==> src/asg_pkg.sv <==
/*
 * asg package
 * shared widths, register map and bus, stream and configuration types
 * for the single-channel arbitrary signal generator
 */
`default_nettype none

package asg_pkg;

  // widths
  localparam int unsigned sample_w = 14;      // signed sample
  localparam int unsigned cwm      = 10;      // table address bits
  localparam int unsigned cwf      = 16;      // pointer fraction bits
  localparam int unsigned ew       = 4;       // external event lines
  localparam int unsigned gain_w   = 16;      // Q2.14 gain
  localparam int unsigned gain_f   = 14;      // gain fraction bits
  localparam int unsigned ptr_w    = cwm + cwf;
  localparam int unsigned bdl_w    = cwm;     // burst data length

  // register map
  localparam logic [7:0] reg_ctl     = 8'h00;
  localparam logic [7:0] reg_msk_str = 8'h10;
  localparam logic [7:0] reg_msk_stp = 8'h14;
  localparam logic [7:0] reg_msk_trg = 8'h18;
  localparam logic [7:0] reg_siz     = 8'h20;
  localparam logic [7:0] reg_off     = 8'h24;
  localparam logic [7:0] reg_ste     = 8'h28;
  localparam logic [7:0] reg_bmode   = 8'h30;
  localparam logic [7:0] reg_bdl     = 8'h34;
  localparam logic [7:0] reg_bln     = 8'h38;
  localparam logic [7:0] reg_bnm     = 8'h3c;
  localparam logic [7:0] reg_sts_bln = 8'h40;
  localparam logic [7:0] reg_sts_bnm = 8'h44;
  localparam logic [7:0] reg_mul     = 8'h48;
  localparam logic [7:0] reg_sum     = 8'h4c;

  typedef logic signed [sample_w-1:0] sample_t;

  typedef struct packed {
    logic        wen;
    logic        ren;
    logic [7:0]  addr;
    logic [31:0] wdata;
  } bus_req_t;

  typedef struct packed {
    logic        ack;    // one cycle after request
    logic [31:0] rdata;  // valid with ack
  } bus_rsp_t;

  typedef struct packed {
    logic    valid;
    logic    last;   // final data sample of a burst
    sample_t data;
  } stream_t;

  typedef struct packed {
    logic [ptr_w-1:0]         siz;  // table size, fixed point
    logic [ptr_w-1:0]         off;  // start offset (phase)
    logic [ptr_w-1:0]         ste;  // step (frequency)
    logic                     ben;  // burst enable
    logic                     inf;  // infinite bursts
    logic [bdl_w-1:0]         bdl;  // data samples per burst
    logic [31:0]              bln;  // idle samples per burst
    logic [15:0]              bnm;  // bursts per sequence
    logic signed [gain_w-1:0] mul;
    sample_t                  sum;
  } asg_cfg_t;

  typedef struct packed {
    logic rst;
    logic str;
    logic stp;
    logic trg;
  } asg_ctl_t;

  typedef struct packed {
    logic        run;
    logic        armed;
    logic [31:0] bln;  // idle counter
    logic [15:0] bnm;  // completed bursts
  } asg_sts_t;

endpackage

`default_nettype wire

==> src/asg_lin.sv <==
/*
 * asg gain stage
 * sample times Q2.14 gain plus offset, saturated to the sample width,
 * two register stages and the valid/ready output register
 */
`timescale 1ns/100ps
`default_nettype none

module asg_lin (
  input  logic                             bus,        // clock
  input  logic                             rst_n,
  input  asg_pkg::sample_t                 smp,
  input  logic                             smp_valid,
  input  logic                             smp_last,
  input  logic                             smp_idle,   // counts as zero
  input  logic signed [asg_pkg::gain_w-1:0] mul,
  input  asg_pkg::sample_t                 sum,
  output asg_pkg::stream_t                 sto,
  input  logic                             sto_ready,
  output logic                             adv         // enable for whole pipeline
);
  import asg_pkg::*;

  localparam int unsigned prd_w   = sample_w + gain_w;
  localparam int unsigned scl_w   = prd_w - gain_f;
  localparam int          sat_max = 2**(sample_w-1) - 1;
  localparam int          sat_min = -(2**(sample_w-1));

  sample_t                 x;
  logic signed [prd_w-1:0] prd;
  logic signed [scl_w-1:0] scl_q;    // gain register
  logic signed [scl_w:0]   acc;
  sample_t                 sat;
  logic                    v2, l2;
  logic                    v3, l3;
  sample_t                 d3;       // output register

  assign x   = smp_idle ? sample_t'(0) : smp;
  assign prd = x * mul;
  assign acc = scl_q + sum;          // one guard bit

  assign sat = (acc > sat_max) ? sample_t'(sat_max) :
               (acc < sat_min) ? sample_t'(sat_min) : sample_t'(acc);

  assign adv = sto_ready | ~v3;

  always_ff @(posedge bus or negedge rst_n) begin
    if (!rst_n) begin
      v2 <= 1'b0;
      v3 <= 1'b0;
    end else if (adv) begin
      v2 <= smp_valid;
      v3 <= v2;
    end
  end

  // payload, held while stalled
  always_ff @(posedge bus) begin
    if (adv) begin
      scl_q <= scl_w'(prd >>> gain_f);  // arithmetic shift
      l2    <= smp_last;
      d3    <= sat;
      l3    <= l2;
    end
  end

  assign sto = '{valid: v3, last: l3, data: d3};

endmodule

`default_nettype wire

==> config.mk <==
export PLATFORM = sky130hd
export DESIGN_NAME = asg_lin
export DESIGN_NICKNAME = d
export VERILOG_FILES = /design/src/asg_pkg.sv /design/src/asg_lin.sv
export SDC_FILE = /design/constraint.sdc
export NUM_CORES = 1
export LEC_CHECK = 0
export BUFFER_PORTS_ARGS = -buffer_cell sky130_fd_sc_hd__buf_4
export CAP_MARGIN = 10
export CORE_MARGIN = 1
export CORE_UTILIZATION = 60
export DETAILED_ROUTE_END_ITERATION = 7
export GPL_ROUTABILITY_DRIVEN = 0
export PLACE_DENSITY = 0.89
export SLEW_MARGIN = 20
export SYNTH_ARGS = -nofsm -noshare
export SYNTH_HDL_FRONTEND = slang
export SYNTH_SLANG_ARGS = --single-unit
export TNS_END_PERCENT = 1
==> constraint.sdc <==
create_clock -name bus -period 3.7 [get_ports bus]
set_clock_uncertainty 0.1 [all_clocks]
set_input_delay 0.555 -clock bus [delete_from_list [all_inputs] [get_ports bus]]
set_output_delay 0.555 -clock bus [all_outputs]
set_load 0.01 [all_outputs]
==> summary.md <==
| Metric | Value |
|---|---|
| DRT Pass-1 Iters | 5 |
| Reg-to-reg slack, setup | 0.21 ns |
| Synth cell types | just over 60 |
| Dpl ws | -2.854 ns |
| CTS Root Cell | clkbuf_16 |
| Slew of the pin with the lowest slew margin | 1.007 ns |
| EDFF count, synth | 32 |
| Final Util | 0.7660 |
| Met2 usage | 0.6234 |
| Syn Std Cell Area | roughly 10000 sq um |
| Worst Path Required | 3.62 ns |
| Worst setup margin | -2.509 ns |
| Syn Area/Cell | between 9 and 10 sq um |
| Worst min path class | flop to flop |
| WL/cell | 19.84 microns |
| Placed insts | 1452 |
| Max FO, Critical Path | 6 |
| Final Hold Viols | 0 |
| Fillers | 981 |
| Initial antenna violation count | 0 |
| Post-synthesis simple-gate area fraction | 0.1530 |
| Final period util | 1.678 |
| IO Count | 67 |
| H-tree levels | 2 |
| Chip height | 132.6 microns |
| Flop and latch count out of synthesis | 34 |
| Ant. Diodes | 0 |
| Grt ovf | 0 |
| Via-per-instance ratio | slightly below 6 |
| Async set or reset register ratio after synthesis | 0.05882 |
| Min-delay src | l2$_DFFE_PP_ |
| LEAKAGE | roughly 6.5 nW |
| Row count | between 40 and 50 |
| Compound-Gate Fraction of Synth Area | 0.08133 |
| Gr busiest metal | met2 |
| Worst hold path depth | 0 |
| Xor and xnor fraction of the mapped netlist area | 0.02996 |
| Hpwl dp | approximately 22000 microns |
| Sequential share of the synthesized area | 0.09881 |
| Arr. time, crit path | roughly 6.1 ns |
| FMAX | 161.1 MHz |
| Cells on worst reg2reg path | 9 |
| Failing checks | setup timing |
| DRT iter0 DRCs | roughly 800 |
| Die Wd | 132.6 microns |
| First-pass GRT wire length | about 47000 microns |
| CP Capture Type | flop |
| Syn_nets | 1419 |
| Dominant synthesized flop cell | edfxtp_1 |
| Routed vias | 8686 |
| Adder-Cell Fraction of Synth Area | 0.5312 |
| GR Layer Usage met3 | 0.04751 |
| Core ar. | between 15000 and 20000 sq um |
| Max_cap viols | 0 |
| Nets | between 1500 and 2000 |
| Final Critical Period | slightly above 6 ns |
| RSZ-0062 raised after global routing | yes |
| Final ANT Viol Nets | 0 |
| CTS tree | done |
| Status | finished, violations left |
| Most common library cells after synthesis | inv_1, fa_1, and2_1 |
| Slew Viols, Final | 0 |
| Clock Sink Count | 34 |
| Vias in the first global route | between 9000 and 10000 |
| WHS Endpoint | l3$_DFFE_PP_ |
| Area leader, netlist | fa_1 |
| I/O Buffers | 66 |
| Largest vdd supply drop | 589.1 uV |
| Power Total | 10.26 mW |
| Total CTS buffers | 5 |
| M1 GR Usage | 0.3707 |
| Synth area leaders | fa_1, ha_1, edfxtp_1 |
| Global Route Usage Sum | 0.3432 |
| Initial Utilization | 0.6148 |
| Setup crit start kind | input port |
| Most common cell in the netlist | inv_1 |
| Cell count after synthesis | about 1100 |
| Mux contribution to synthesized area | 0.002079 |
| Share of the synthesized area in the top cell type | 0.4285 |
| Final setup vio count | 16 |
| Worst r2r src | scl_q[0]$_DFFE_PP_ |
| Clock tree buffer depth | 2 |
| Largest family of logic cells by synthesized area | adder cells |
| Slew HR | 0.3248 |
| Die Area | approximately 18000 sq um |
| DRC | 0 |
| Largest net degree at the start of global routing | 35 |
| Syn. warnings | 0 |
| Fin Setup TNS | -36.45 ns |
| Finished Layout Cells | between 1000 and 1500 |
| Total wire length | between 20000 and 30000 microns |
| Worst skew pair latency | about 0.28 ns |
| Critical path type | input port to flop |
| Ratio of cells with drive above 1 in the final layout | 0.2589 |
| FF-to-FF End | d3[4]$_SDFFCE_PN1P_ |
| P per Cell Area | just over 800 nW/um^2 |
| Worst-path clk slew | ~0.050 ns |
| Area Overhead vs Synth | 24.59% |
==> layout by cell type, fill, tap and decap left out, types with 6 or more instances in the layout <==
cell type and count:
a21o_1 19, a21oi_1 23, and2_1 114, and2_4 7, buf_4 220, edfxtp_1 32, fa_1 209, fa_2 10
ha_1 76, ha_4 7, inv_1 231, inv_2 10, nand2_1 90, nand2_2 6, nand2b_1 6, nor2_1 22
nor2b_4 11, nor3_1 7, o211ai_1 6, o21ai_0 7, o21bai_1 8, xnor2_1 28, xor2_1 7
==> cell families after synthesis <==
family	count (synthesis)
muxes	2
buffers and inverters	278
AOI/OAI and AO/OA	117
xor gates and xnor gates	35
adders and majority gates	303
and+or+nand+nor	297
DFF	34
==> worst max-delay path, stage by stage <==
cell and delay [ns]:
buf_12 0.11, buf_6 0.12, nor2b_4 0.22, buf_4 0.17
nand2_2 0.09, fa_1 0.51, inv_1 0.07, fa_1 0.52
fa_1 0.44, fa_1 0.53, fa_1 0.50, inv_1 0.06
fa_1 0.55, inv_1 0.09, ha_4 0.22, a21oi_2 0.16
o21ai_1 0.12, o211ai_1 0.28, nand2_2 0.13, buf_4 0.16
a41oi_2 0.19, o21bai_1 0.12, xor2_1 0.19
==> power breakdown <==
group	switching [mW]	internal, mW	total (mW)
clock	0.155	0.267	0.422
sequential	0.0665	0.892	0.959
combinational	4.66	4.21	8.88
==> final cells by class <==
| cell class | instances | area (sq um) | area share |
|---|---|---|---|
| clock inverters | 1 | 5.005 | 0.0003926 |
| flip-flops and latches | 34 | 1011 | 0.07931 |
| inverters | 241 | 904.6 | 0.07097 |
| clock buffers | 7 | 142.6 | 0.01119 |
| repair buffers | 233 | 1861 | 0.1460 |
| multi-input cells | 755 | 8548 | 0.6706 |
| well taps | 220 | 275.3 | 0.02159 |
==> per-layer routing <==
layer | wire, microns | vias up
li1 | - | 3683
met1 | 9933 | 4291
met2 | 15380 | 508
met3 | 1855 | 204
met4 | 2408 | 0
met5 | 0 | -
==> timing repair <==
action,4_1_cts,5_1_grt
hold endpoints to repair,2,0
hold buffers,1,0
endpoints found under the setup margin,16,16
resized for setup,21,39
gates cloned,1,1
setup buffers,11,18
pin swaps,22,35
==> worst max path at each step <==
stage / from / endpoint / slack, ns / cells after the start
3_3_place_gp: smp_idle / scl_q[14]$_DFFE_PP_ / -2.57 / 22
6_report: smp_idle / scl_q[10]$_DFFE_PP_ / -2.51 / 23
5_1_grt: smp_idle / scl_q[10]$_DFFE_PP_ / -2.61 / 23
3_5_place_dp: smp_idle / scl_q[10]$_DFFE_PP_ / -2.85 / 22
2_1_floorplan: smp_idle / scl_q[14]$_DFFE_PP_ / -2.26 / 21
4_1_cts: smp_idle / scl_q[14]$_DFFE_PP_ / -2.34 / 23
==> through the flow <==
step | instance area (sq um) | hold WS (ns)
after floorplan | 10560 | 0.1594
after global placement | 12160 | 0.2379
after detailed placement | 12160 | 0.2383
after CTS | 12490 | 0.3206
after global routing | 12750 | 0.3397
final | 12750 | 0.3187
==> flip-flops by register name, summed over array words and instances, names as in the netlist <==
signal	flops
scl_q	16
d3	14
l2	1
l3	1
v2	1
v3	1
Power figures use the tool's default switching activity.
