**src/asg_pkg.sv**
```systemverilog
/*
 * asg package
 * shared widths, register map and bus, stream and configuration types
 * for the single-channel arbitrary signal generator
 */
`default_nettype none

package asg_pkg;

  // widths
  localparam int unsigned sample_w = 14;      // signed sample
  localparam int unsigned cwm      = 10;      // table address bits
  localparam int unsigned cwf      = 16;      // pointer fraction bits
  localparam int unsigned ew       = 4;       // external event lines
  localparam int unsigned gain_w   = 16;      // Q2.14 gain
  localparam int unsigned gain_f   = 14;      // gain fraction bits
  localparam int unsigned ptr_w    = cwm + cwf;
  localparam int unsigned bdl_w    = cwm;     // burst data length

  // register map
  localparam logic [7:0] reg_ctl     = 8'h00;
  localparam logic [7:0] reg_msk_str = 8'h10;
  localparam logic [7:0] reg_msk_stp = 8'h14;
  localparam logic [7:0] reg_msk_trg = 8'h18;
  localparam logic [7:0] reg_siz     = 8'h20;
  localparam logic [7:0] reg_off     = 8'h24;
  localparam logic [7:0] reg_ste     = 8'h28;
  localparam logic [7:0] reg_bmode   = 8'h30;
  localparam logic [7:0] reg_bdl     = 8'h34;
  localparam logic [7:0] reg_bln     = 8'h38;
  localparam logic [7:0] reg_bnm     = 8'h3c;
  localparam logic [7:0] reg_sts_bln = 8'h40;
  localparam logic [7:0] reg_sts_bnm = 8'h44;
  localparam logic [7:0] reg_mul     = 8'h48;
  localparam logic [7:0] reg_sum     = 8'h4c;

  typedef logic signed [sample_w-1:0] sample_t;

  typedef struct packed {
    logic        wen;
    logic        ren;
    logic [7:0]  addr;
    logic [31:0] wdata;
  } bus_req_t;

  typedef struct packed {
    logic        ack;    // one cycle after request
    logic [31:0] rdata;  // valid with ack
  } bus_rsp_t;

  typedef struct packed {
    logic    valid;
    logic    last;   // final data sample of a burst
    sample_t data;
  } stream_t;

  typedef struct packed {
    logic [ptr_w-1:0]         siz;  // table size, fixed point
    logic [ptr_w-1:0]         off;  // start offset (phase)
    logic [ptr_w-1:0]         ste;  // step (frequency)
    logic                     ben;  // burst enable
    logic                     inf;  // infinite bursts
    logic [bdl_w-1:0]         bdl;  // data samples per burst
    logic [31:0]              bln;  // idle samples per burst
    logic [15:0]              bnm;  // bursts per sequence
    logic signed [gain_w-1:0] mul;
    sample_t                  sum;
  } asg_cfg_t;

  typedef struct packed {
    logic rst;
    logic str;
    logic stp;
    logic trg;
  } asg_ctl_t;

  typedef struct packed {
    logic        run;
    logic        armed;
    logic [31:0] bln;  // idle counter
    logic [15:0] bnm;  // completed bursts
  } asg_sts_t;

endpackage

`default_nettype wire

```
**src/asg_seq.sv**
```systemverilog
/*
 * asg sequencer
 * armed/running control, fixed-point table pointer with wrap,
 * burst data, idle and repetition counters, per-sample flags and events
 */
`timescale 1ns/100ps
`default_nettype none

module asg_seq #(
  parameter int unsigned CWM = asg_pkg::cwm,
  parameter int unsigned CWF = asg_pkg::cwf
) (
  input  logic              bus,        // clock
  input  logic              rst_n,
  input  asg_pkg::asg_cfg_t cfg,
  input  asg_pkg::asg_ctl_t ctl,
  input  logic              adv,        // pipeline enable
  output logic [CWM-1:0]    rd_addr,
  output logic              rd_en,
  output logic              smp_valid,  // aligned with rd_data
  output logic              smp_last,
  output logic              smp_idle,
  output asg_pkg::asg_sts_t sts,
  output logic              evn_per,
  output logic              evn_lst
);
  import asg_pkg::*;

  localparam int unsigned pw = CWM + CWF;

  logic [pw-1:0]    siz, off, ste;
  logic [pw-1:0]    ptr;           // integer.fraction
  logic [pw:0]      ptr_sum;
  logic [pw-1:0]    ptr_nxt;
  logic             wrap;
  logic             run, armed, gap;
  logic [bdl_w-1:0] bdl_cnt;
  logic [31:0]      bln_cnt;
  logic [15:0]      bnm_cnt;
  logic             dat_end, gap_end, bst_end, seq_end;
  logic             issue;
  logic             per1, per2, per3;  // period flag per stage
  logic             lst1, lst2, lst3;  // sequence end flag per stage

  assign siz = pw'(cfg.siz);
  assign off = pw'(cfg.off);
  assign ste = pw'(cfg.ste);

  //////////////////////////////////////////////////////////////////////
  // pointer and burst bookkeeping
  //////////////////////////////////////////////////////////////////////

  assign ptr_sum = {1'b0, ptr} + {1'b0, ste};
  assign wrap    = ptr_sum >= {1'b0, siz};
  assign ptr_nxt = wrap ? pw'(ptr_sum - {1'b0, siz}) : pw'(ptr_sum);

  assign dat_end = cfg.ben & ~gap & (bdl_cnt == cfg.bdl - 1'b1);  // last data of burst
  assign gap_end = gap & (bln_cnt == cfg.bln - 32'd1);
  assign bst_end = (dat_end & (cfg.bln == '0)) | gap_end;
  assign seq_end = bst_end & ~cfg.inf & (bnm_cnt + 16'd1 == cfg.bnm);

  // stop and reset win over the sample on the same cycle
  assign issue = run & ~ctl.stp & ~ctl.rst;

  always_ff @(posedge bus or negedge rst_n) begin
    if (!rst_n) begin
      run     <= 1'b0;
      armed   <= 1'b0;
      gap     <= 1'b0;
      ptr     <= '0;
      bdl_cnt <= '0;
      bln_cnt <= '0;
      bnm_cnt <= '0;
    end else if (ctl.rst) begin
      run     <= 1'b0;
      armed   <= 1'b0;
      gap     <= 1'b0;
      bdl_cnt <= '0;
      bln_cnt <= '0;
      bnm_cnt <= '0;
    end else if (ctl.stp) begin
      run <= 1'b0;                               // armed stays
    end else begin
      if (ctl.str) armed <= 1'b1;
      if (ctl.trg && armed && !run) begin        // start at offset
        run     <= 1'b1;
        ptr     <= off;
        gap     <= 1'b0;
        bdl_cnt <= '0;
        bln_cnt <= '0;
        bnm_cnt <= '0;
      end else if (run && adv) begin             // frozen under back-pressure
        if (!gap) begin
          ptr     <= ptr_nxt;
          bdl_cnt <= bdl_cnt + 1'b1;
        end else begin
          bln_cnt <= bln_cnt + 32'd1;
        end
        if (dat_end && cfg.bln != '0) begin      // enter idle part
          gap     <= 1'b1;
          bln_cnt <= '0;
        end
        if (bst_end) begin                       // next burst from offset
          bnm_cnt <= bnm_cnt + 16'd1;
          gap     <= 1'b0;
          bdl_cnt <= '0;
          ptr     <= off;
          if (seq_end) run <= 1'b0;
        end
      end
    end
  end

  //////////////////////////////////////////////////////////////////////
  // flags through RAM stage, events follow the gain stage pipeline
  //////////////////////////////////////////////////////////////////////

  always_ff @(posedge bus or negedge rst_n) begin
    if (!rst_n) begin
      smp_valid <= 1'b0;
      smp_last  <= 1'b0;
      smp_idle  <= 1'b0;
      {per1, per2, per3} <= '0;
      {lst1, lst2, lst3} <= '0;
    end else if (adv) begin
      smp_valid <= issue;
      smp_last  <= issue & dat_end;
      smp_idle  <= issue & gap;
      per1      <= issue & ~gap & wrap;  // sample whose step wraps
      lst1      <= issue & seq_end;
      per2      <= per1;                 // gain register
      lst2      <= lst1;
      per3      <= per2;                 // output register
      lst3      <= lst2;
    end
  end

  // output sample valid and adv high means it is taken this cycle
  assign evn_per = adv & per3;
  assign evn_lst = adv & lst3;

  assign rd_addr = ptr[pw-1:CWF];
  assign rd_en   = adv;
  assign sts     = '{run: run, armed: armed, bln: bln_cnt, bnm: bnm_cnt};

endmodule

`default_nettype wire

```
**config.mk**
```make
export PLATFORM = sky130hd
export DESIGN_NAME = asg_seq
export DESIGN_NICKNAME = d
export VERILOG_FILES = /design/src/asg_pkg.sv /design/src/asg_seq.sv
export SDC_FILE = /design/constraint.sdc
export NUM_CORES = 1
export LEC_CHECK = 0
export ABC_AREA = 1
export BUFFER_PORTS_ARGS = -buffer_cell sky130_fd_sc_hd__buf_2
export CAP_MARGIN = 30
export CORE_UTILIZATION = 55
export CTS_CLUSTER_DIAMETER = 120
export CTS_CLUSTER_SIZE = 14
export DETAILED_ROUTE_END_ITERATION = 6
export GPL_TIMING_DRIVEN = 0
export PLACE_DENSITY_LB_ADDON = 0.08
export SKIP_LAST_GASP = 1
export SYNTH_ARGS = -nofsm -noshare
export SYNTH_HDL_FRONTEND = slang
export SYNTH_SLANG_ARGS = --single-unit
```
**constraint.sdc**
```tcl
create_clock -name bus -period 7.79 [get_ports bus]
set_input_delay 0.779 -clock bus [delete_from_list [all_inputs] [get_ports bus]]
set_output_delay 0.779 -clock bus [all_outputs]
set_load 0.02 [all_outputs]
```
==> results.md, run 1 <==
* Outcome: finished clean
* GRT Residual Overflow at 0
* Crit path max fanout at 10
* Slew Limit Fails at 0
* MaxCap Viol Count at 0
* Clk sinks at 96
* Commonest cells post-synth: nand2_1 (665), nor2_1 (205), inv_1 (189)
* Post-synth EDFFs at 0
* I/O pin total at 241
* CP required at 8.09 ns
* Yosys warnings at 0
* Post-synthesis mux area share at 0
* Area grow syn2layout at 14.7%
* Sequential cell area at 2400 um^2
* Starting Density at 0.566
* Largest delay contributor family on the critical path: simple AND/OR/NAND/NOR gates
* Tmin final at 4.73 ns
* Post-synthesis simple-gate area fraction at 0.432
* Mapped cell area at 11500 um^2
* Slowest stage delay, CP at 0.40 ns
* Vias post-DR at 13320
* Clk_skew at 0.0148 ns
* Routability cong. at 1.00
* Complex-gate fraction of the synthesized area at 0.102
* Tcrit/Tclk final at 0.607
* Worst Tran Pin Value at 1.05 ns
* Die height at 147 um
* Global-route usage over all layers at 0.362
* Area leader, netlist: nand2_1
* Critical Path Slowest Stage Cell: fa_1
* Synth Net Count at 2159
* Worst setup SP type: input port
* H-tree depth at 3
* Asr flop ratio synth at 1.00
* Vias per cell at 5.51
* Post-cts sizing count at 0
* Placed insts at 2403
* Wire per inst at 16.0 um
* Worst-skew pair later-pin latency at 0.36 ns
* Die X at 147 um
* Worst Setup End Kind: register
* Flops & latches, synth at 96
* P_leak at 7.00 nW
* Worst Path Arrival at 5.03 ns
* Largest family of logic cells by synthesized area: simple AND/OR/NAND/NOR gates
* Final WL at 38600 um
* Hold_buf cts at 0
* Number of global-route vias before repair at 12241
* Antenna violations before repair at 1
* Ys flop type: dfrtp_1
* Drc violations at 0
* Total power at 4.41 mW
* Mean Syn Cell Area at 5.99 um^2
* Hold Fails Final Rpt at 0
* Mapped Cells at 1924
* Post-synthesis adder-cell area fraction at 0.0665
* Multi-input logic area at 8060 um^2
* Area contributors post-synth: nand2_1 (22%), dfrtp_1 (21%), xor2_1 (7.7%), nand3_1 (7.6%), nor2_1 (6.7%)
* First-pass GRT wire length at 61800 um
* Largest net degree at the start of global routing at 55
* Dpl hpwl at 32000 um
* Synth unique cells at 52
* Fin nets at 2379
* Share of cells above drive strength 1 at 0.138
* Final Non-Filler Cells at 2419
* CTS tree: built
* Post-CTS Setup Bufs at 0
* Worst path bufs/invs at 4
* Crit path top cell by count: nand2_1
* Slew headroom at 0.297
* Num rows at 52
* PwrDens at 334 nW/um^2
* Setup TNS at 0 ns
* Worst Setup Path Type: input port to register
* Most frequent cell after synthesis: nand2_1
* Final ANT Viol Nets at 0
* Total CTS buffers at 9
* Final setup viols at 0
* Tightest Hold Check Type: input port to asynchronous set/reset pin
* Peak supply drop at 334 uV
* Die area at 21500 um^2
* IO Port Bufs at 208
* Area of the core at 20400 um^2
* Xor/xnor share of the synthesized area at 0.0993
* Fmax achieved at 211 MHz
* Antenna fix cells at 0
* Drt pass-1 iters at 6
* Post-synth top area share at 0.217
* Root Driver: clkbuf_16
* Post-synthesis sequential area ratio at 0.209
* Unrepaired setup endpoints after global routing: false
* Worst-path clk slew at 0.08 ns
* Initial DRC count at 979
* Clk buf depth at 2
* Fillers at 2048
-- cell usage in the layout, fill, tap and decap left out, types with 10 or more instances in the layout --
master	synthesis	layout
a21oi_1	65	65
buf_2	17	224
buf_4	15	16
clkbuf_1	20	20
dfrtp_1	96	96
ha_1	58	58
inv_1	189	189
nand2_1	665	665
nand3_1	175	175
nand4_1	41	41
nor2_1	205	205
nor3_1	38	38
nor4_1	11	11
o21ai_0	69	69
o21ai_1	20	20
o21bai_1	11	11
or2_2	10	10
xnor2_1	27	27
xor2_1	101	101
-- cell families (layout without fill, tap and decap cells) --
| logic type | count (synthesis) | count (layout) |
|---|---|---|
| AO/OA/AOI/OAI | 208 | 208 |
| XOR/XNOR | 129 | 129 |
| adder cells (fa/ha/maj) | 60 | 60 |
| buffers and inverters | 255 | 480 |
| flip-flops | 96 | 96 |
| AND/OR/NAND/NOR | 1176 | 1176 |
-- flip-flops by register name, summed over array words and instances (netlist names) --
| signal | flops |
|---|---|
| per1 | 1 |
| lst3 | 1 |
| smp_last | 1 |
| smp_valid | 1 |
| lst1 | 1 |
| ptr | 26 |
| bnm_cnt | 16 |
| per3 | 1 |
| bdl_cnt | 10 |
| per2 | 1 |
| lst2 | 1 |
| armed | 1 |
| run | 1 |
| bln_cnt | 32 |
| gap | 1 |
| smp_idle | 1 |
-- area by class of cell --
class	instances	area share
buffer	57	0.0239
clock inverter	7	0.00445
sequential	96	0.182
tap	270	0.0256
inverter	198	0.0562
timing repair buffer	209	0.0811
clock buffer	9	0.0170
multi-input combinational	1573	0.610
-- layer usage --
layer  GRT usage  vias to the layer above  wire, um  part of all wire
met1       0.527                     6031     17600              0.46
li1            -                     6656         -                 -
met3      0.0590                       52      3400             0.088
met5           0                        -        13           0.00034
met4      0.0911                        2       724             0.019
met2       0.555                      579     16900              0.44
-- final timing paths --
| kind | from | slack (ns) | endpoint | cells after the start |
|---|---|---|---|---|
| worst max-delay path | cfg[90] | 3.06 | ptr[16] | 29 |
| worst min-delay path | rst_n | 0.41 | ptr[16] | 1 |
| worst max register to register | ptr[0] | 3.23 | ptr[16] | 28 |
| worst min register to register | ptr[7] | 0.49 | ptr[7] | 2 |
| max in group asynchronous | rst_n | 6.67 | bnm_cnt[15] | 2 |
| min in group bus | ptr[7] | 0.49 | ptr[7] | 2 |
-- power breakdown --
group          leakage (nW)  switching, mW  internal (mW)
sequential             1.31         0.0709          0.562
combinational          5.56           2.18           1.15
clock                 0.139          0.222          0.223
total                  7.00           2.47           1.93
-- metrics by stage --
stage	worst slack, ns	area [um^2]	utilization	hold WS [ns]
2_1_floorplan	3.76	11500	-	0.442
3_3_place_gp	2.77	12900	0.633	0.459
3_5_place_dp	2.74	12900	0.635	0.469
4_1_cts	3.10	13200	0.649	0.441
5_1_grt	2.58	13200	0.649	0.463
6_report	3.06	13200	0.649	0.415
(Power assumes the default switching activity.)
==> run 2, diff against run 1 <==
--- a/config.mk
+++ b/config.mk
@@ -8,7 +8,7 @@
 export ABC_AREA = 1
 export BUFFER_PORTS_ARGS = -buffer_cell sky130_fd_sc_hd__buf_2
 export CAP_MARGIN = 30
-export CORE_UTILIZATION = 55
+export CORE_UTILIZATION = 52
 export CTS_CLUSTER_DIAMETER = 120
 export CTS_CLUSTER_SIZE = 14
 export DETAILED_ROUTE_END_ITERATION = 6
==> constraint.sdc (replaced) <==
create_clock -name bus -period 4.32 [get_ports bus]
set_input_delay 0.432 -clock bus [delete_from_list [all_inputs] [get_ports bus]]
set_output_delay 0.432 -clock bus [all_outputs]
set_load 0.02 [all_outputs]
==> results.md, run 2 (synthesis results as in run 1) <==
* Outcome: finished clean
* MaxCap Viol Count at 0
* Antenna violations before repair at 1
* NetSw at 4.64 mW
* Gate power share at 0.767
* Global-route usage over all layers at 0.335
* Dpl hpwl at 31800 um
* R2R setup slack at 0.21 ns
* Hold Fails Final Rpt at 0
* Tcrit/Tclk final at 0.952
* Final WL at 38500 um
* Crit path max fanout at 4
* Most frequent cells in the layout: nand2_1 (660), buf_2 (223), nor2_1 (198)
* CTS tree: built
* Worst Path Arrival at 4.41 ns
* Routability cong. at 1.00
* Worst Setup End Kind: register
* Final instance area at 13500 um^2
* Largest net degree at the start of global routing at 67
* Switching Fraction at 0.555
* Top reg by flops: bln_cnt
* GRT Residual Overflow at 0
* PwrDens at 618 nW/um^2
* First-pass GRT wire length at 59000 um
* Seq pwr share at 0.137
* Fin nets at 2382
* Final setup viols at 0
* Worst setup SP type: register
* Wire per inst at 15.8 um
* Fmax achieved at 243 MHz
* Setup TNS at 0 ns
* Largest regs: bln_cnt x32, ptr x26, bnm_cnt x16
* Peak supply drop at 553 uV
* Post-place setup slack at -0.313 ns
* H-tree depth at 3
* Final Core Density at 0.622
* Slew headroom at 0.269
* Clk buf depth at 2
* Cell internal pwr at 3.72 mW
* Root Driver: clkbuf_16
* Worst-path clk slew at 0.08 ns
* Clk_skew at 0.0124 ns
* Unrepaired setup endpoints after global routing: true
* Fin worst setup slack at 0.206 ns
* Vias per cell at 5.40
* Clock power share at 0.096
* Final ANT Viol Nets at 0
* Number of global-route vias before repair at 11476
* Commonest non-fill, non-tap cell in the layout: nand2_1
* Initial DRC count at 989
* CP required at 4.61 ns
* P_leak at 7.06 nW
* Worst-skew pair later-pin latency at 0.36 ns
* Share of cells above drive strength 1 at 0.160
* Clk sinks at 96
* Vias post-DR at 13122
* Starting Density at 0.530
* Num rows at 54
* Drc violations at 0
* Drt pass-1 iters at 5
* Worst Setup Path Type: register to register
* Total CTS buffers at 9
* Worst Tran Pin Value at 1.09 ns
* Die area at 22800 um^2
* I/O pin total at 241
* Tightest Hold Check Type: input port to asynchronous set/reset pin
* Placed cell areas at 12900 um^2
* Max reg flops at 32
* Die height at 151 um
* Slew Limit Fails at 0
* Tmin final at 4.11 ns
* Die X at 151 um
* Area grow syn2layout at 17.4%
* Area of the core at 21800 um^2
* IO Port Bufs at 208
* Antenna fix cells at 0
## run 2: changes by cell type in the layout (fill, tap and decap cells not counted), moves of 3 or more
cell     change
xor2_2       +6
ha_2         +5
xor2_1       -7
nand3_1      -4
o21ai_0      -3
nor2_1       -7
a21oi_1      -6
nand3_2      +4
a21oi_2      +6
ha_4         +7
nand2_2      +3
nor2_2       +7
ha_1        -12
nand2_1      -5
## run 2: stage by stage
step	instances	hold slack, ns	power (mW)
after floorplan	1924	0.136	5.38
after global placement	2412	0.460	6.93
after detailed placement	2413	0.405	6.99
after CTS	2429	0.0280	7.86
after global routing	2432	0.0350	9.15
final	2432	0.00949	8.36
## run 2: path summary, 6_finish.rpt
path | start | endpoint | cells after the start
setup / recovery | ptr[6] | ptr[18] | 24
hold / removal | rst_n | ptr[19] | 1
setup reg to reg | ptr[6] | ptr[18] | 24
hold reg to reg | lst2 | lst2 | 2
max in group asynchronous | rst_n | smp_last | 2
min in group bus | ctl[2] | armed | 2
## run 2: final cells by class
| class | instances | area, um^2 |
|---|---|---|
| tap | 280 | 350 |
| timing repair buffer | 212 | 1090 |
| clock inverter | 7 | 62.6 |
| multi-input combinational | 1573 | 8320 |
| inverter | 198 | 743 |
| fill | 2195 | 8230 |
| sequential | 96 | 2400 |
| buffer | 57 | 335 |
| clock buffer | 9 | 225 |
## run 2: worst max-delay path, stage by stage (launching register included)
cell	delay, ns
dfrtp_1	0.41
ha_1	0.34
nand2_1	0.18
nor2_1	0.07
nor2_1	0.19
nand2_2	0.14
nand2_1	0.09
nand2_1	0.12
xor2_1	0.21
ha_1	0.38
nand2_1	0.13
o21ai_0	0.35
a21oi_1	0.16
a21boi_0	0.23
nor2_1	0.11
or2_2	0.28
nand2_1	0.06
nand2_1	0.05
nand2_1	0.13
nand3_1	0.12
nand2_1	0.09
nand2_1	0.05
nand2_1	0.07
nand2_1	0.05
nand2_1	0.06
## run 2: power by group through the flow
stage / Clock (mW) / Sequential [mW] / Combinational (mW)
2_1_floorplan: 0 / 1.10 / 4.28
3_5_place_dp: 0 / 1.15 / 5.83
3_3_place_gp: 0 / 1.15 / 5.78
6_report: 0.805 / 1.14 / 6.41
4_1_cts: 0.810 / 1.14 / 5.91
5_1_grt: 0.849 / 1.15 / 7.15
## run 2: repair_timing
action,4_1_cts,5_1_grt
endpoints found under the setup margin,24,26
cloned,0,1
pin swaps,0,7
resized for setup,7,55
hold buffers,0,0
setup buffers,0,2
## run 2: layer usage
| metal | routed length [um] | track usage | share of wire | vias to the layer above |
|---|---|---|---|---|
| met5 | 11 | 0 | 0.00029 | - |
| met4 | 524 | 0.0625 | 0.014 | 2 |
| met3 | 3120 | 0.0524 | 0.081 | 33 |
| met2 | 16700 | 0.511 | 0.43 | 452 |
| met1 | 18200 | 0.499 | 0.47 | 5969 |
| li1 | - | - | - | 6666 |
