--- config.mk ---
export PLATFORM = sky130hd
export DESIGN_NAME = asg_regs
export DESIGN_NICKNAME = d
export VERILOG_FILES = /design/src/asg_pkg.sv /design/src/asg_regs.sv
export SDC_FILE = /design/constraint.sdc
export NUM_CORES = 1
export LEC_CHECK = 0
export BUFFER_PORTS_ARGS = -buffer_cell sky130_fd_sc_hd__buf_2
export CORE_ASPECT_RATIO = 1.5
export CORE_MARGIN = 5
export CORE_UTILIZATION = 48
export DETAILED_ROUTE_END_ITERATION = 16
export PLACE_DENSITY = 0.75
export RECOVER_POWER = 100
export SKIP_CTS_REPAIR_TIMING = 1
export SYNTH_ARGS = -nofsm -noshare
export SYNTH_HDL_FRONTEND = slang
export SYNTH_SLANG_ARGS = --single-unit
--- constraint.sdc ---
create_clock -name bus -period 4.9 [get_ports bus]
set_input_delay 0.245 -clock bus [delete_from_list [all_inputs] [get_ports bus]]
set_output_delay 0.245 -clock bus [all_outputs]
set_load 0.05 [all_outputs]
--- src/asg_pkg.sv ---
/*
 * asg package
 * shared widths, register map and bus, stream and configuration types
 * for the single-channel arbitrary signal generator
 */
`default_nettype none

package asg_pkg;

  // widths
  localparam int unsigned sample_w = 14;      // signed sample
  localparam int unsigned cwm      = 10;      // table address bits
  localparam int unsigned cwf      = 16;      // pointer fraction bits
  localparam int unsigned ew       = 4;       // external event lines
  localparam int unsigned gain_w   = 16;      // Q2.14 gain
  localparam int unsigned gain_f   = 14;      // gain fraction bits
  localparam int unsigned ptr_w    = cwm + cwf;
  localparam int unsigned bdl_w    = cwm;     // burst data length

  // register map
  localparam logic [7:0] reg_ctl     = 8'h00;
  localparam logic [7:0] reg_msk_str = 8'h10;
  localparam logic [7:0] reg_msk_stp = 8'h14;
  localparam logic [7:0] reg_msk_trg = 8'h18;
  localparam logic [7:0] reg_siz     = 8'h20;
  localparam logic [7:0] reg_off     = 8'h24;
  localparam logic [7:0] reg_ste     = 8'h28;
  localparam logic [7:0] reg_bmode   = 8'h30;
  localparam logic [7:0] reg_bdl     = 8'h34;
  localparam logic [7:0] reg_bln     = 8'h38;
  localparam logic [7:0] reg_bnm     = 8'h3c;
  localparam logic [7:0] reg_sts_bln = 8'h40;
  localparam logic [7:0] reg_sts_bnm = 8'h44;
  localparam logic [7:0] reg_mul     = 8'h48;
  localparam logic [7:0] reg_sum     = 8'h4c;

  typedef logic signed [sample_w-1:0] sample_t;

  typedef struct packed {
    logic        wen;
    logic        ren;
    logic [7:0]  addr;
    logic [31:0] wdata;
  } bus_req_t;

  typedef struct packed {
    logic        ack;    // one cycle after request
    logic [31:0] rdata;  // valid with ack
  } bus_rsp_t;

  typedef struct packed {
    logic    valid;
    logic    last;   // final data sample of a burst
    sample_t data;
  } stream_t;

  typedef struct packed {
    logic [ptr_w-1:0]         siz;  // table size, fixed point
    logic [ptr_w-1:0]         off;  // start offset (phase)
    logic [ptr_w-1:0]         ste;  // step (frequency)
    logic                     ben;  // burst enable
    logic                     inf;  // infinite bursts
    logic [bdl_w-1:0]         bdl;  // data samples per burst
    logic [31:0]              bln;  // idle samples per burst
    logic [15:0]              bnm;  // bursts per sequence
    logic signed [gain_w-1:0] mul;
    sample_t                  sum;
  } asg_cfg_t;

  typedef struct packed {
    logic rst;
    logic str;
    logic stp;
    logic trg;
  } asg_ctl_t;

  typedef struct packed {
    logic        run;
    logic        armed;
    logic [31:0] bln;  // idle counter
    logic [15:0] bnm;  // completed bursts
  } asg_sts_t;

endpackage

`default_nettype wire

--- src/asg_regs.sv ---
/*
 * asg register bank
 * configuration and event mask registers, control strobes from software
 * and external events, registered readback including status counters
 */
`timescale 1ns/100ps
`default_nettype none

module asg_regs #(
  parameter int unsigned CWM = asg_pkg::cwm,
  parameter int unsigned CWF = asg_pkg::cwf,
  parameter int unsigned EW  = asg_pkg::ew
) (
  input  logic               bus,          // clock
  input  logic               rst_n,
  input  asg_pkg::bus_req_t  bus_reg,
  output asg_pkg::bus_rsp_t  bus_reg_rsp,
  input  logic [EW-1:0]      evn_ext,      // level inputs
  input  asg_pkg::asg_sts_t  sts,
  output asg_pkg::asg_cfg_t  cfg,
  output asg_pkg::asg_ctl_t  ctl,
  output logic               evn_str,      // software start
  output logic               evn_stp,      // software stop
  output logic               evn_trg       // software trigger
);
  import asg_pkg::*;

  // field masks for the narrower registers
  localparam logic [31:0] ptr_msk = (CWM + CWF >= 32) ? '1 : (32'd1 << (CWM + CWF)) - 32'd1;
  localparam logic [31:0] bdl_msk = (CWM >= 32) ? '1 : (32'd1 << CWM) - 32'd1;

  logic [EW-1:0] msk_str;
  logic [EW-1:0] msk_stp;
  logic [EW-1:0] msk_trg;
  logic          rst_q;    // software reset strobe
  logic          ack_q;
  logic [31:0]   rdata_q;
  logic [31:0]   wdata;
  logic          wr_ctl;

  assign wdata  = bus_reg.wdata;
  assign wr_ctl = bus_reg.wen & (bus_reg.addr == reg_ctl);

  //////////////////////////////////////////////////////////////////////
  // configuration writes
  //////////////////////////////////////////////////////////////////////

  always_ff @(posedge bus or negedge rst_n) begin
    if (!rst_n) begin
      cfg     <= '0;
      msk_str <= '0;
      msk_stp <= '0;
      msk_trg <= '0;
    end else if (bus_reg.wen) begin
      case (bus_reg.addr)
        reg_msk_str: msk_str <= wdata[EW-1:0];
        reg_msk_stp: msk_stp <= wdata[EW-1:0];
        reg_msk_trg: msk_trg <= wdata[EW-1:0];
        reg_siz:     cfg.siz <= ptr_w'(wdata & ptr_msk);
        reg_off:     cfg.off <= ptr_w'(wdata & ptr_msk);
        reg_ste:     cfg.ste <= ptr_w'(wdata & ptr_msk);
        reg_bmode: begin
          cfg.ben <= wdata[0];
          cfg.inf <= wdata[1];
        end
        reg_bdl:     cfg.bdl <= bdl_w'(wdata & bdl_msk);
        reg_bln:     cfg.bln <= wdata;
        reg_bnm:     cfg.bnm <= wdata[15:0];
        reg_mul:     cfg.mul <= wdata[gain_w-1:0];
        reg_sum:     cfg.sum <= wdata[sample_w-1:0];
        default: ;                                   // status and ctl are not stored here
      endcase
    end
  end

  //////////////////////////////////////////////////////////////////////
  // control strobes
  //////////////////////////////////////////////////////////////////////

  always_ff @(posedge bus or negedge rst_n) begin
    if (!rst_n) begin
      rst_q   <= 1'b0;
      evn_str <= 1'b0;
      evn_stp <= 1'b0;
      evn_trg <= 1'b0;
    end else begin
      rst_q   <= wr_ctl & wdata[0];  // single cycle each
      evn_str <= wr_ctl & wdata[1];
      evn_stp <= wr_ctl & wdata[2];
      evn_trg <= wr_ctl & wdata[3];
    end
  end

  // software strobes merged with masked external lines
  assign ctl = '{rst: rst_q,
                 str: evn_str | (|(evn_ext & msk_str)),
                 stp: evn_stp | (|(evn_ext & msk_stp)),
                 trg: evn_trg | (|(evn_ext & msk_trg))};

  //////////////////////////////////////////////////////////////////////
  // readback
  //////////////////////////////////////////////////////////////////////

  always_ff @(posedge bus or negedge rst_n) begin
    if (!rst_n) begin
      ack_q <= 1'b0;
    end else begin
      ack_q <= bus_reg.wen | bus_reg.ren;  // every access acked next cycle
    end
  end

  always_ff @(posedge bus) begin
    if (bus_reg.ren) begin
      case (bus_reg.addr)
        reg_ctl:     rdata_q <= {30'd0, sts.armed, sts.run};
        reg_msk_str: rdata_q <= 32'(msk_str);
        reg_msk_stp: rdata_q <= 32'(msk_stp);
        reg_msk_trg: rdata_q <= 32'(msk_trg);
        reg_siz:     rdata_q <= 32'(cfg.siz);
        reg_off:     rdata_q <= 32'(cfg.off);
        reg_ste:     rdata_q <= 32'(cfg.ste);
        reg_bmode:   rdata_q <= {30'd0, cfg.inf, cfg.ben};
        reg_bdl:     rdata_q <= 32'(cfg.bdl);
        reg_bln:     rdata_q <= cfg.bln;
        reg_bnm:     rdata_q <= {16'd0, cfg.bnm};
        reg_sts_bln: rdata_q <= sts.bln;
        reg_sts_bnm: rdata_q <= {16'd0, sts.bnm};
        reg_mul:     rdata_q <= {{(32-gain_w){1'b0}}, cfg.mul};    // raw bits, no sign
        reg_sum:     rdata_q <= {{(32-sample_w){1'b0}}, cfg.sum};
        default:     rdata_q <= '0;
      endcase
    end
  end

  assign bus_reg_rsp = '{ack: ack_q, rdata: rdata_q};

endmodule

`default_nettype wire

==> qor.yml, run 1 <==
cells_and_area:
  area_delta_synth_final_pct: 20.7
  drive_above_1_share_pct: 29.8
  fin_util_pct: 58.8
  finalNetCount: 1144
  diodes: 0
power:
  peakVddDrop_uv: 245
  p_int_mw: 3.06
  power_density_mw_per_mm2: 354
  seq_power_share_pct: 45.4
  clockPowerShare_pct: 39.5
  p_leak_nw: 5.62
  comb_power_share_pct: 15.1
  p_switching_mw: 1.31
  switching_share_pct: 30.0
worst_setup_path:
  crit_fanout: 31
  r2r-start: "cfg[87]"
  critical_path_depth: 6
  required_ns: 5.29
  slowest_stage: "clkbuf_1"
  crit_path_start_kind: "input port"
  startpoint: "bus_reg[35]"
  crit_arrival_ns: 4.10
  setup.worst_path.class: "input port to flop"
  max_stage_delay_ns: 0.92
  rrSetupSlack_ns: 2.92
  rr_worst_depth: 4
  crit_end: "cfg[111]"
  reg2reg_to: "rdata_q[9]"
  cp_top_family: "simple AND/OR/NAND/NOR gates"
  cp_cell_sequence: "clkbuf_1, buf_4, or4b_1, nor2_4, nand2_1, mux2_2"
  cp-end-kind: "flop"
  path_buf_inv: 2
grt:
  antenna_found_initial: 1
  grt_pass1_vias: 8413
  grt_start_max_net_pins: 97
  grt_pass1_wl_um: 52200
  grt_usage_pct: 28.2
  grt_overflow: 0
yosys:
  synth.distinct_cells: 70
  synth_edf_count: 32
  synthArstFlopShare_pct: 85.3
  synth_flop_cell: "dfrtp_1"
  ys.warnings.count: 0
  synth_seq_cells: 217
  avgSynthCellArea_um2: 13.5
  synth-xor-area-share_pct: 0
  synth_top_family_by_area: "multiplexers"
  synth_compound_area_share_pct: 10.5
  ys_seq_area_share_pct: 54.7
  synth_adder_area_share_pct: 0
  synth.cell_area_mm2: 0.0102
  synthCells: 756
  synth_nets: 854
  synth_simple_gate_area_share_pct: 8.99
  synthMuxAreaShare_pct: 22.9
floorplanning:
  core_area_mm2: 0.0210
  io_pins: 306
  die_area_mm2: 0.0244
  initial_core_util_pct: 48.7
  die_width_um: 129
  num_rows: 65
  die_h_um: 189
timing:
  finalSetupTns_ns: 0
  maxSlewHeadroom_pct: -67.4
  setup_viol: 0
  rsz0062_at_grt: "no"
  finalHoldViolations: 5
  clock.fmax_mhz: 269
  holdWs_ns: -0.0192
  fin_crit_sh_pct: 75.8
  fin_skew_ns: 0.0206
  fin_crit_ns: 3.71
  slew_violations: 195
  worstMarginPinSlew_ns: 2.51
route:
  routed_via_density: 6.24
  remaining_drc_errors: 0
  routedWlPerCell_um: 26.6
  drt.antenna.violating_nets: 0
  drtIter0Drc: 754
  via_count: 8295
  wl_um: 35400
  first_pass_iters: 6
clocking:
  htreeDepth: 1
  cts.path.max_buffers: 3
  cts_root_buf: "clkbuf_16"
  cts_sinks: 217
  clock_latency_ns: 0.52
  clk_pin_slew_ns: 0.06
  cts_tree: "yes"
  numCtsBuffers: 22
placement:
  numPortBuffers: 305
  place.gp.congestion: 0.895
  dp_hpwl_um: 24800
outcome:
  status: "finished, violations left"
  violations: "negative hold slack, max-capacitance violations, max-slew violations"
hold_path:
  hp-start: "bus_reg[20]"
  hp-class: "input port to flop"
flow_run:
  drv_cap: 7
-- power by group through the flow --
stage	Combinational [mW]	Clock (mW)	Sequential, mW
floorplan	0.169	0	2.27
global placement	0.681	0	2.01
detailed placement	0.687	0	2.01
CTS	0.689	1.75	1.98
global route	0.690	1.83	1.99
finish	0.660	1.73	1.98
-- cells in the final DEF (no fill, tap or decap), drive strengths merged, types with 5 or more instances in the layout --
cell | Yosys | routed
a32oi | 9 | 9
nand3b | 14 | 14
nand3 | 18 | 18
edfxtp | 32 | 32
nand4 | 8 | 8
and2 | 5 | 5
mux2 | 184 | 184
a22o | 19 | 19
a21oi | 14 | 14
clkbuf | 25 | 247
and3b | 5 | 5
a2bb2oi | 12 | 12
nor2b | 8 | 8
mux2i | 15 | 15
dfrtp | 185 | 185
dlygate4sd3 | 0 | 8
nand2 | 22 | 22
nor3 | 5 | 5
o21ai | 16 | 16
a22oi | 39 | 39
clkinv | 0 | 7
buf | 33 | 99
nor4b | 6 | 6
nor2 | 16 | 16
-- metal layers --
metal | GRT usage, % | vias to the layer above | share of wire (%)
met1 | 33.9 | 4160 | 36
met4 | 13.5 | 2 | 5.1
met3 | 5.45 | 110 | 8.8
met5 | 0 | - | 0.057
met2 | 47.9 | 531 | 50
li1 | - | 3492 | -
-- worst min path at each step --
stage | depth (start not counted) | slack [ns] | to
after global routing | 2 | -0.008 | cfg[141]
after global placement | 1 | 0.37 | rst_q
after detailed placement | 1 | 0.37 | rst_q
after CTS | 1 | -0.16 | rst_q
final | 2 | -0.02 | cfg[136]
after floorplan | 0 | -0.05 | ack_q
-- synthesized netlist by cell type (all sizes together) (5+ instances only) --
master	number	area, um2
a21oi	14	70.1
a22o	19	166
a22oi	39	293
a2bb2oi	12	105
a32oi	9	78.8
and2	5	31.3
and3b	5	43.8
buf	33	203
clkbuf	25	93.8
dfrtp	185	4630
edfxtp	32	961
mux2	184	2150
mux2i	15	150
nand2	22	92.6
nand3	18	103
nand3b	14	105
nand4	8	50.1
nor2	16	67.6
nor2b	8	50.1
nor3	5	36.3
nor4b	6	88.8
o21ai	16	80.1
-- layout make-up --
cell class                      count  area (um2)
Tap cell                          268         335
Fill cell                        1815        8640
Inverter                            1        3.75
Clock buffer                       30         653
Sequential cell                   217        5590
Timing Repair Buffer              324        1420
Multi-Input combinational cell    480        4250
Clock inverter                     10        91.3
-- registers in the layout (all words and copies together), names as in the netlist, 4 cells and up --
register and cells:
cfg 168, rdata_q 32, msk_stp 4, msk_str 4, msk_trg 4
-- logic make-up (layout without fill, tap and decap cells) --
family / Yosys count / in the layout
compound gates: 142 / 142
buf+inv: 59 / 365
simple gates: 137 / 137
mux: 201 / 201
flops: 217 / 217
-- worst register-to-register path, cell delays in order (launching register included) --
cell and delay [ns]:
dfrtp_1 0.39, mux2_2 0.29, and4_1 0.21, a221oi_1 0.24
or4b_2 0.61
-- per-stage QoR --
step	setup slack [ns]	cell area (um2)	power, mW	cells
final	1.19	12300	4.37	1330
after global routing	1.12	12300	4.51	1330
after CTS	2.37	12700	4.42	1322
after detailed placement	1.84	11900	2.70	1282
after global placement	1.86	11900	2.69	1282
after floorplan	2.81	10200	2.44	756
(Power assumes the default switching activity.)
==> inputs of run 2 (changes only) <==
- ABC_AREA: unset -> 1
- clock period: 4.9 -> 3.48 ns (I/O delays scaled with it)
==> qor.yml, run 2 <==
grt:
  grt_pass1_vias: 8878
  grt_start_max_net_pins: 108
  grt_usage_pct: 26.0
  antenna_found_initial: 0
  grt_pass1_wl_um: 48900
  grt_overflow: 0
timing:
  clock.fmax_mhz: 376
  fin_skew_ns: 0.0169
  fin_crit_ns: 2.66
  slew_violations: 181
  setup_viol: 0
  worstMarginPinSlew_ns: 2.40
  finalSetupTns_ns: 0
  rsz0062_at_grt: "no"
  maxSlewHeadroom_pct: -60.1
  finalHoldViolations: 2
  holdWs_ns: -0.00725
  fin_crit_sh_pct: 76.4
cells_and_area:
  final_cells: 1771
  layout_common_cells: "nand2_1, clkbuf_1, dfrtp_1"
  largest_register: "cfg"
  area_delta_synth_final_pct: 22.2
  largest_register_ffs: 168
  drive_above_1_share_pct: 9.69
  design_area_mm2: 0.0122
  finalNetCount: 1589
  register_area_mm2: 0.00559
  fin_util_pct: 59.7
  diodes: 0
  fillers: 1999
  reg.largest.list: "cfg: 168 flops, rdata_q: 32 flops"
  final_common_cell: "nand2_1"
  multiInputGateArea_mm2: 0.00356
yosys:
  ys_top_cells_by_count: "nand2_1, dfrtp_1, inv_1, o21ai_1, o21ai_0"
  yosys.area.top_type_share_pct: 46.4
  ys_seq_area_share_pct: 56.0
  yosysTopAreaCell: "dfrtp_1"
  synthCells: 1180
  synthArstFlopShare_pct: 85.3
  ys.warnings.count: 0
  synth_most_common_cell: "nand2_1"
  synth_seq_cells: 217
  synth_edf_count: 32
  synth_nets: 1278
  synth.distinct_cells: 30
  avgSynthCellArea_um2: 8.45
  synth_flop_cell: "dfrtp_1"
  yosys-top-cells-area: "dfrtp_1, nand2_1, edfxtp_1"
  synth.cell_area_mm2: 0.00997
route:
  drtIter0Drc: 680
  routed_via_density: 5.22
  drt.antenna.violating_nets: 0
  remaining_drc_errors: 0
  wl_um: 32400
  first_pass_iters: 5
  via_count: 9241
  routedWlPerCell_um: 18.3
floorplanning:
  die_width_um: 128
  initial_core_util_pct: 48.8
  core_area_mm2: 0.0204
  io_pins: 306
  die_h_um: 187
  die_area_mm2: 0.0238
  num_rows: 64
placement:
  place.gp.congestion: 0.932
  place_inst: 1699
  numPortBuffers: 305
  dp_hpwl_um: 22800
  postPlaceCellArea_mm2: 0.0116
power:
  p_switching_mw: 1.74
  clockPowerShare_pct: 39.9
  p_int_mw: 4.27
  seq_power_share_pct: 46.5
  p_leak_nw: 5.84
  switching_share_pct: 28.9
  power_density_mw_per_mm2: 493
  peakVddDrop_uv: 471
  comb_power_share_pct: 13.7
clocking:
  cts_sinks: 217
  cts_root_buf: "clkbuf_16"
  cts.path.max_buffers: 3
  numCtsBuffers: 22
  clk_pin_slew_ns: 0.07
  htreeDepth: 1
  cts_tree: "yes"
  clock_latency_ns: 0.50
worst_setup_path:
  crit_arrival_ns: 3.05
  required_ns: 3.87
  crit_fanout: 23
  setup.worst_path.class: "input port to flop"
  cp-end-kind: "flop"
  crit_path_start_kind: "input port"
outcome:
  status: "finished, violations left"
  violations: "negative hold slack, max-capacitance violations, max-slew violations"
hold_path:
  hp-class: "input port to flop"
flow_run:
  drv_cap: 5
==> run 2: cell count changes in the layout (fill, tap and decap cells not counted), moves of 13 or more <==
cell and delta:
nand2_1 +437, mux2_2 -162, o21ai_0 +145, inv_1 +88, nor2_1 +57, nand3_1 +50, a22oi_1 -39, dlygate4sd3_1 +24
mux2_1 -21, mux2i_1 -15, a22o_1 -13
==> run 2: per-stage QoR <==
stage                     hold slack (ns)  power (mW)  setup WS [ns]
final                            -0.00725        6.01          0.822
after global routing             -0.00709        6.21          0.642
after CTS                          -0.180        6.06           1.47
after detailed placement            0.340        3.68          0.960
after global placement              0.342        3.66           1.14
after floorplan                    -0.122        3.36           2.06
==> run 2: per-layer routing <==
layer | global-route usage (%) | wire length [um] | share of wire, %
met5 | 0 | 0 | 0
met2 | 46.8 | 16700 | 51
met4 | 11.3 | 1680 | 5.2
met1 | 30.1 | 11800 | 36
met3 | 4.20 | 2280 | 7.0
==> run 2: power by group through the flow <==
| stage | registers [mW] | logic [mW] | clock network [mW] |
|---|---|---|---|
| 2_1_floorplan | 3.20 | 0.165 | 0 |
| 3_3_place_gp | 2.83 | 0.836 | 0 |
| 3_5_place_dp | 2.83 | 0.847 | 0 |
| 4_1_cts | 2.78 | 0.850 | 2.43 |
| 5_1_grt | 2.80 | 0.871 | 2.54 |
| 6_report | 2.79 | 0.821 | 2.40 |
==> run 2: final cells by class <==
cell class              instances  area share (%)
clock inverters                 3           0.359
well taps                     264            2.71
flip-flops and latches        217            45.9
multi-input cells             815            29.2
clock buffers                  37            5.65
inverters                      90            2.77
repair buffers                345            13.5
==> run 2: worst paths after layout <==
path                        startpoint    endpoint  slack [ns]  depth (start not counted)
setup / recovery           bus_reg[33]    cfg[114]        0.82                          7
hold / removal             bus_reg[23]    cfg[113]      -0.007                          3
setup reg to reg               cfg[90]  rdata_q[0]        2.36                          6
hold reg to reg                cfg[74]     cfg[74]        0.51                          2
max in group asynchronous        rst_n    cfg[145]        1.13                          3
min in group asynchronous        rst_n     cfg[80]        0.34                          2
==> run 2: kinds of logic after synthesis <==
logic type / synth area share (%)
buffers and inverters: 6.97
flip-flops: 56.0
AO/OA/AOI/OAI: 10.4
AND/OR/NAND/NOR: 26.6
==> run 2: critical path: stages <==
cell     delay (ns)
buf_2          0.11
nor2_1         0.23
nand3_1        0.21
nor2_1         1.65
nand2_2        0.07
buf_4          0.31
o21ai_0        0.29
